`config.mk`:
```
export PLATFORM = sky130hd
export DESIGN_NAME = cache_ctrl
export DESIGN_NICKNAME = d
export VERILOG_FILES = /design/src/cache_pkg.sv /design/src/cache_ctrl.sv
export SDC_FILE = /design/constraint.sdc
export NUM_CORES = 1
export LEC_CHECK = 0
export BUFFER_PORTS_ARGS = -buffer_cell sky130_fd_sc_hd__buf_2
export CAP_MARGIN = 10
export CORE_AREA = 2 2 355 357
export CTS_CLUSTER_SIZE = 14
export DETAILED_ROUTE_END_ITERATION = 7
export DIE_AREA = 0 0 357 359
export GPL_ROUTABILITY_DRIVEN = 0
export GPL_TIMING_DRIVEN = 0
export PLACE_DENSITY_LB_ADDON = 0.12
export SLEW_MARGIN = 20
export SYNTH_ARGS = -nofsm -noshare
export SYNTH_HDL_FRONTEND = slang
export SYNTH_SLANG_ARGS = --single-unit
```
`constraint.sdc`:
```
create_clock -name clk -period 17.5 [get_ports clk]
set_input_delay 1.75 -clock clk [delete_from_list [all_inputs] [get_ports clk]]
set_output_delay 1.75 -clock clk [all_outputs]
set_load 0.02 [all_outputs]
```
`src/cache_pkg.sv`:
```
package cache_pkg;

    localparam int addr_w   = 32;
    localparam int word_w   = 64;
    localparam int strb_w   = 8;
    localparam int line_w   = 128;  // 16 bytes
    localparam int offset_w = 4;    // bit 3 picks the word in a line
    localparam int ways     = 2;    // victim rule is written for two

    // access type from the load/store unit
    typedef enum logic {
        op_read  = 1'b0,
        op_write = 1'b1
    } cache_op_e;

    typedef enum logic [2:0] {
        s_idle,
        s_lookup,       // hit response
        s_writeback,    // dirty victim out
        s_refill_req,
        s_refill_data,  // gathering beats
        s_refill        // line and tag update
    } cache_state_e;

endpackage

```
`src/cache_ctrl.sv`:
```
module cache_ctrl #(
    parameter int  sets    = 128,
    localparam int index_w = $clog2(sets),
    localparam int tag_w   = cache_pkg::addr_w - index_w - cache_pkg::offset_w,
    localparam int mask_w  = cache_pkg::line_w / 8
) (
    input  logic                         clk,
    input  logic                         rst,
    input  logic                         req_i,
    input  cache_pkg::cache_op_e         op_i,
    input  logic [cache_pkg::addr_w-1:0] addr_i,
    input  logic [cache_pkg::word_w-1:0] wdata_i,
    input  logic [cache_pkg::strb_w-1:0] wstrb_i,
    input  logic                         hit_i,
    input  logic                         hit_way_i,
    input  logic                         victim_way_i,
    input  logic                         victim_dirty_i,
    input  logic [tag_w-1:0]             victim_tag_i,
    input  logic [cache_pkg::line_w-1:0] line0_i,
    input  logic [cache_pkg::line_w-1:0] line1_i,
    input  logic                         wr_ready_i,
    input  logic                         rd_ready_i,
    input  logic [cache_pkg::word_w-1:0] rdata_i,
    input  logic                         rvalid_i,
    input  logic                         rlast_i,
    output logic                         ready_o,
    output logic                         valid_o,
    output logic [cache_pkg::word_w-1:0] rdata_o,
    output logic [index_w-1:0]           tag_index_o,
    output logic [tag_w-1:0]             tag_o,
    output logic                         tag_wr_en_o,
    output logic                         tag_wr_way_o,
    output logic                         tag_wr_dirty_o,
    output logic                         touch_o,
    output logic                         touch_way_o,
    output logic                         data_wr_en_o,
    output logic                         data_wr_way_o,
    output logic [index_w-1:0]           data_wr_index_o,
    output logic [cache_pkg::line_w-1:0] data_wr_data_o,
    output logic [mask_w-1:0]            data_wr_mask_o,
    output logic [index_w-1:0]           data_rd_index_o,
    output logic                         wr_req_o,
    output logic [cache_pkg::addr_w-1:0] wr_addr_o,
    output logic [cache_pkg::line_w-1:0] wr_data_o,
    output logic                         rd_req_o,
    output logic [cache_pkg::addr_w-1:0] rd_addr_o
);
    import cache_pkg::*;

    cache_state_e state;
    cache_state_e state_next;

    // request buffer, loaded on accept
    logic [addr_w-1:0] addr_r;
    cache_op_e         op_r;
    logic [word_w-1:0] wdata_r;
    logic [strb_w-1:0] wstrb_r;
    logic              hit_way_r;
    logic              victim_way_r;
    logic [tag_w-1:0]  victim_tag_r;
    logic [word_w-1:0] hit_word_r;  // addressed word of the hit line

    logic [line_w-1:0] fill_line;   // refill beats land here
    logic              beat;

    logic               accept;
    logic               is_write;
    logic [index_w-1:0] index_r;
    logic [2:0]         byte_off;
    logic [line_w-1:0]  hit_line;
    logic [word_w-1:0]  wdata_sh;
    logic [strb_w-1:0]  wstrb_sh;
    logic [line_w-1:0]  wline;
    logic [mask_w-1:0]  wmask;
    logic [line_w-1:0]  merged_line;
    logic [word_w-1:0]  resp_word;

    assign accept   = req_i && ready_o;
    assign is_write = (op_r == op_write);
    assign index_r  = addr_r[offset_w +: index_w];
    assign byte_off = addr_r[2:0];

    always_ff @(posedge clk) begin
        if (rst) begin
            state <= s_idle;
        end else begin
            state <= state_next;
        end
    end

    always_comb begin
        state_next = state;
        case (state)
            s_idle, s_lookup: begin
                if (accept) begin
                    if (hit_i) begin
                        state_next = s_lookup;
                    end else if (victim_dirty_i) begin
                        state_next = s_writeback;
                    end else begin
                        state_next = s_refill_req;
                    end
                end else begin
                    state_next = s_idle;  // also after a write hit
                end
            end
            s_writeback: begin
                if (wr_ready_i) begin
                    state_next = s_refill_req;
                end
            end
            s_refill_req: begin
                if (rd_ready_i) begin
                    state_next = s_refill_data;
                end
            end
            s_refill_data: begin
                if (rvalid_i && rlast_i) begin
                    state_next = s_refill;
                end
            end
            default: state_next = s_idle;
        endcase
    end

    // line read at the incoming index during idle and lookup
    assign hit_line = hit_way_i ? line1_i : line0_i;

    always_ff @(posedge clk) begin
        if (accept) begin
            addr_r       <= addr_i;
            op_r         <= op_i;
            wdata_r      <= wdata_i;
            wstrb_r      <= wstrb_i;
            hit_way_r    <= hit_way_i;
            victim_way_r <= victim_way_i;
            victim_tag_r <= victim_tag_i;
            hit_word_r   <= addr_i[offset_w-1] ? hit_line[line_w-1:word_w]
                                               : hit_line[word_w-1:0];
        end
    end

    // two beats, low word first
    always_ff @(posedge clk) begin
        if (rst) begin
            beat <= 1'b0;
        end else if (rd_req_o && rd_ready_i) begin
            beat <= 1'b0;
        end else if (state == s_refill_data && rvalid_i) begin
            beat <= ~beat;
        end
    end

    always_ff @(posedge clk) begin
        if (state == s_refill_data && rvalid_i) begin
            fill_line[int'(beat)*word_w +: word_w] <= rdata_i;
        end
    end

    // store data and strobe moved to their byte lanes
    assign wdata_sh = wdata_r << {byte_off, 3'b000};
    assign wstrb_sh = wstrb_r << byte_off;
    assign wline    = {wdata_sh, wdata_sh};
    assign wmask    = addr_r[offset_w-1] ? {wstrb_sh, {strb_w{1'b0}}}
                                         : {{strb_w{1'b0}}, wstrb_sh};

    // write miss bytes over the refilled line
    always_comb begin
        for (int b = 0; b < mask_w; b++) begin
            if (is_write && wmask[b]) begin
                merged_line[b*8 +: 8] = wline[b*8 +: 8];
            end else begin
                merged_line[b*8 +: 8] = fill_line[b*8 +: 8];
            end
        end
    end

    always_comb begin
        if (state == s_refill) begin
            resp_word = addr_r[offset_w-1] ? merged_line[line_w-1:word_w]
                                           : merged_line[word_w-1:0];
        end else begin
            resp_word = hit_word_r;
        end
    end

    assign rdata_o = resp_word >> {byte_off, 3'b000};
    assign valid_o = (state == s_lookup) || (state == s_refill);
    assign ready_o = (state == s_idle) || (state == s_lookup && !is_write);

    // tag side
    assign tag_index_o    = index_r;
    assign tag_o          = addr_r[addr_w-1 -: tag_w];
    assign tag_wr_en_o    = (state == s_lookup && is_write) || (state == s_refill);
    assign tag_wr_way_o   = (state == s_refill) ? victim_way_r : hit_way_r;
    assign tag_wr_dirty_o = is_write;
    assign touch_o        = accept;
    assign touch_way_o    = hit_i ? hit_way_i : victim_way_i;

    // data side
    assign data_wr_en_o    = tag_wr_en_o;
    assign data_wr_way_o   = tag_wr_way_o;
    assign data_wr_index_o = index_r;
    assign data_wr_data_o  = (state == s_refill) ? merged_line : wline;
    assign data_wr_mask_o  = (state == s_refill) ? {mask_w{1'b1}} : wmask;
    assign data_rd_index_o = (state == s_writeback) ? index_r : addr_i[offset_w +: index_w];

    // memory ports, line aligned
    assign wr_req_o  = (state == s_writeback);
    assign wr_addr_o = {victim_tag_r, index_r, {offset_w{1'b0}}};
    assign wr_data_o = victim_way_r ? line1_i : line0_i;
    assign rd_req_o  = (state == s_refill_req);
    assign rd_addr_o = {addr_r[addr_w-1:offset_w], {offset_w{1'b0}}};

endmodule

```
Word level (Yosys, flattened, before mapping)

Index checks and enable logic that the tools add are counted.

Register bits after elaboration: 324
Bits in latches: 0
RAM bits: 0
Bits in read-only memories: 0
Output and inout bits: 453
Memories kept: 0

Add/subtract/negate cells: 1
$mul: 0
Div/mod/pow operators: 0
Magnitude comparators: 0
Equality and inequality tests: 8
Shifts and indexed selects: 5
Multiplexer cells: 35
Bitwise logic cells: 1
Reductions and logical operators: 30

Operators with widths:

| operator                                                                   | number |
|---|---|
| 128-bit two-way mux                                                        | 3 |
| 64-bit two-way mux                                                         | 3 |
| 128-bit bitwise mux                                                        | 1 |
| 8-bit two-way mux                                                          | 16 |
| 64-bit by 33-bit variable shift with 128-bit output (first input constant) | 1 |
| 64-bit by 33-bit variable part select with 128-bit output                  | 1 |
| 64-bit by 6-bit left shift with 64-bit output                              | 1 |
| 64-bit by 6-bit right shift with 64-bit output                             | 1 |
| 7-bit negator with 33-bit output                                           | 1 |
| 16-bit two-way mux                                                         | 2 |
| 1-bit logical AND                                                          | 22 |
| 3-bit two-way mux                                                          | 4 |
| 3-bit case mux with 4 select lines                                         | 1 |
| 8-bit by 3-bit left shift with 8-bit output                                | 1 |
| 7-bit two-way mux                                                          | 1 |
| 3-bit by 2-bit == test with 1-bit output (second input constant)           | 2 |
| 3-bit == test (second input constant)                                      | 2 |
| 2-bit != test (second input constant)                                      | 3 |
| 2-bit OR reduction                                                         | 2 |
| 3-bit by 1-bit == test with 1-bit output (second input constant)           | 1 |
| 3-bit zero test                                                            | 1 |
| 1-bit logical OR                                                           | 3 |
| 1-bit two-way mux                                                          | 3 |
| 3-bit AND reduction                                                        | 1 |
| 3 further kinds                                                            | 3 |

Depth between registers and ports, before layout

Depth in word-level cells: 7
Depth in mapped cells: 12
Gate-level depth less buffers: 6

Least setup slack after synthesis

No wires, ideal clock.

Kind: register to output
Start: register op_r, in the netlist tag_wr_dirty_o
End: output touch_o
Arrival time: 5813 ps
Slack: 9937 ps
Cell stages (with the launch flop): 7
Buffers on the path: 3
Cells stage by stage: edfxtp_1 buf_2 buf_2 clkbuf_1 a211oi_1 nand2_1 inv_1

Longest elaborated chain between the ends: 4

RTL lines:

| element                  | line              | RTL |
|---|---|---|
| start: declaration       | cache_ctrl.sv:55  | `cache_op_e op_r;` |
| start signal: assignment | cache_ctrl.sv:132 | `op_r <= op_i;` |
| 1-bit zero test          | cache_ctrl.sv:189 | `assign ready_o = (state == s_idle) \|\| (state == s_lookup && !is_write);` |
| 1-bit logical AND        | cache_ctrl.sv:189 |  |
| 1-bit logical OR         | cache_ctrl.sv:189 |  |
| named net ready_o        | cache_ctrl.sv:26  | `output logic ready_o,` |
| 1-bit logical AND        | cache_ctrl.sv:78  | `assign accept = req_i && ready_o;` |
| end: declaration         | cache_ctrl.sv:34  | `output logic touch_o,` |

The timed path passes the listed nets, and every way through them passes these cells.

Worst setup path in the final report

Start: register addr_r[3]
End: output rdata_o[2] in the netlist's numbering

Longest elaborated chain between the ends: 6
Elaborated cells on any way between the ends: 36
Classes of those cells: 1 x shift; 19 x mux; 16 x reduce/logical

RTL lines:

| element                                          | line              | RTL |
|---|---|---|
| start: declaration                               | cache_ctrl.sv:54  | `logic [addr_w-1:0] addr_r;` |
| start signal: assignment                         | cache_ctrl.sv:131 | `addr_r <= addr_i;` |
| 16-bit two-way mux                               | cache_ctrl.sv:164 | `assign wmask = addr_r[offset_w-1] ? {wstrb_sh, {strb_w{1'b0}}}` |
| 1-bit logical AND                                | cache_ctrl.sv:170 | `if (is_write && wmask[b]) begin` |
| 8-bit two-way mux                                | cache_ctrl.sv:170 |  |
| 64-bit two-way mux *                             | cache_ctrl.sv:180 | `resp_word = addr_r[offset_w-1] ? merged_line[line_w-1:word_w]` |
| 64-bit two-way mux *                             | cache_ctrl.sv:179 | `if (state == s_refill) begin` |
| 64-bit by 6-bit right shift with 64-bit output * | cache_ctrl.sv:187 | `assign rdata_o = resp_word >> {byte_off, 3'b000};` |
| end: declaration                                 | cache_ctrl.sv:28  | `output logic [cache_pkg::word_w-1:0] rdata_o,` |

Every way passes the cells marked *; elsewhere a longest branch is shown, timed or not.

==> metrics.yaml <==
fp.dieArea_mm2: 0.1282
finalHoldViolCount: 0
netSwitchingPower_mw: 1.089
syn_inst: 1925
syn_to_final_growth_pct: 36.21
grt_max_degree: 83
synth_area_mm2: 0.02299
cap_violations: 0
clock_skew_ns: 0.02074
die_w_um: 357
setup_tns_ns: 0
syn_avg_cell_area_um2: 11.94
grt_pass1_wl_um: 214600
worstPathRequired_ns: 15.75
path_common_cell: "buf_2"
coreArea_mm2: 0.1246
rsz0062_at_grt: "false"
initial_core_util_pct: 18.45
cts_resized: 0
grt_pass1_vias: 22650
seq_power_share_pct: 33.0
p_per_area_mw_per_mm2: 92.44
status: "finished, final reports clean"
die_h_um: 359
drc: 0
synthArstFlopShare_pct: 0
maxSlewViolCount: 0
dr.pass1.iters: 6
power.internal_mw: 1.805
finalSetupViolCount: 0
crit_fanout: 10
cp.arrival_ns: 5.28
cpLargestDelayFamily: "buffers and inverters"
grtUsageTotal_pct: 24.99
cts_setup_buffers: 0
cpMaxStageDelayCell: "buf_1"
switching_share_pct: 37.62
numCtsBuffers: 47
drtAntennaViolNets: 0
clock_latency_ns: 0.62
finalInstanceArea_mm2: 0.03131
cp_num_buf_inv: 4
yosysWarnings: 0
htreeDepth: 2
dpl_cell_area_mm2: 0.02976
numPortBuffers: 901
drt_iter0_drc: 2352
leakage_nw: 12.44
layout.nets: 3345
pin_count: 910
synth_cell_types: 92
placementRows: 130
clock-sinks: 324
antenna_found_initial: 46
finalCritPeriodShare_pct: 40.17
finalHoldWorstSlack_ns: 0.8732
clk_pin_slew_ns: 0.06
ys_seq_area_share_pct: 42.15
slowest_delay_ns: 0.83
layout-drive-gt1-share_pct: 53.11
power_frac_comb_pct: 33.4
cts_buffer_depth: 3
dpl.cell_count: 4489
tightest_slew_ns: 1.203
start_kind: "register"
grt_overflow_total: 0
mostFrequentLayoutCells: "buf_2, edfxtp_1, mux2_2"
cts_hold_buf: 0
ir_worst_vdd_v: 0.00006828
synth_edf_count: 320
power.share.clock_pct: 33.6
synth_flop_cell: "edfxtp_1"
cts-root-buf: "clkbuf_16"
synth_seq_cells: 324
cp-end-kind: "primary output"
critPathKind: "reg -> out"
wire_per_inst_um: 36.20
hold_path_class: "reg -> reg"
fmax_mhz: 142.3
path_cells: "buf_2, buf_2, buf_1, mux2i_1, nor2_1, a221oi_1, nand3_1, a32oi_1, o21ai_0, buf_2"
utilization_pct: 25.13
tritoncts: "built"
vias: 22890
fin_cells: 4585
final_common_cell: "buf_2"
dp_hpwl_um: 138500
vias_per_cell: 4.991
relSlewSlack_pct: 19.58
period_minus_slack_ns: 7.029
wl_um: 166000
==> kinds of logic (layout without fill, tap and decap cells) <==
kind of cell | after synthesis | count (layout) | synth area share [%]
DFF | 324 | 324 | 42.15
and+or+nand+nor | 488 | 488 | 11.28
xor gates and xnor gates | 2 | 2 | 0.07622
muxes | 483 | 483 | 28.77
buffers and inverters | 253 | 1247 | 6.167
AOI/OAI and AO/OA | 374 | 374 | 11.54
other | 1 | 17 | 0.01631
==> worst register-to-register path: cells and delay by family, from the launching register on <==
kind                   cells  cell delay (ns)
and+or+nand+nor            1             0.27
AOI/OAI and AO/OA          1             0.24
buffers and inverters      5             2.10
DFF                        1             0.65
==> power groups by stage <==
stage / clock network [mW] / registers, mW / logic (mW)
2_1_floorplan: 0 / 0.951 / 0.496
3_3_place_gp: 0 / 0.986 / 0.954
3_5_place_dp: 0 / 0.971 / 0.956
4_1_cts: 1.01 / 0.956 / 0.960
5_1_grt: 1.04 / 0.958 / 0.992
6_report: 0.972 / 0.956 / 0.966
==> state kept, by name (all words and copies together), names as in the netlist <==
name and cells:
tag_wr_dirty_o 1, wdata_r 64, wstrb_r 8, addr_r 32, fill_line 128, beat 1, hit_word_r 64, victim_way_r 1
state 3, hit_way_r 1, victim_tag_r 21
==> worst paths after layout <==
kind	from	cells after the start	end	slack, ns
worst min register to register	state[1]	4	state[0]	0.87
worst max-delay path	addr_r[3]	10	rdata_o[2]	10.47
worst max register to register	tag_wr_dirty_o	7	hit_word_r[13]	13.78
worst min-delay path	state[1]	4	state[0]	0.87
==> layout make-up <==
type                       instances  area, um^2
clock inverter                    31       292.8
timing repair buffer             907        4652
clock buffer                      56        1231
sequential                       324        9689
antenna                            9       22.52
tap                             1650        2064
inverter                          10       45.04
buffer                           243        1383
multi-input combinational       1355       11930
fill                           13670       93280
==> stage by stage <==
step / setup WS, ns / power (mW)
final: 10.47 / 2.894
after global routing: 10.43 / 2.985
after CTS: 10.19 / 2.924
after detailed placement: 10.89 / 1.926
after global placement: 6.266 / 1.940
after floorplan: 9.937 / 1.446
==> synthesized netlist by cell type, drive strengths merged (12+ instances only) <==
master  count  share of area (%)
o31ai      18               0.59
clkbuf     89                1.5
nand2     105                1.7
buf       154                4.5
nor3       15               0.37
a31oi      25               0.68
nor2       78                1.3
o211ai     28               0.91
o21ai     100                2.2
nor2b      88                2.4
mux2i      76                3.4
and2       99                2.7
mux2      296                 15
a221oi     16               0.66
nand3      55                1.2
mux4      111                 11
a22oi      19               0.70
a32oi      17               0.68
edfxtp    320                 42
o221ai     12               0.46
a21oi      42               0.91
==> routing by layer <==
layer | track usage, % | wire, um
met2 | 44.13 | 83110
met4 | 10.48 | 8326
met3 | 5.462 | 12960
met1 | 28.91 | 61480
met5 | 0 | 118
Note: power is estimated with default switching activity, not from simulation.
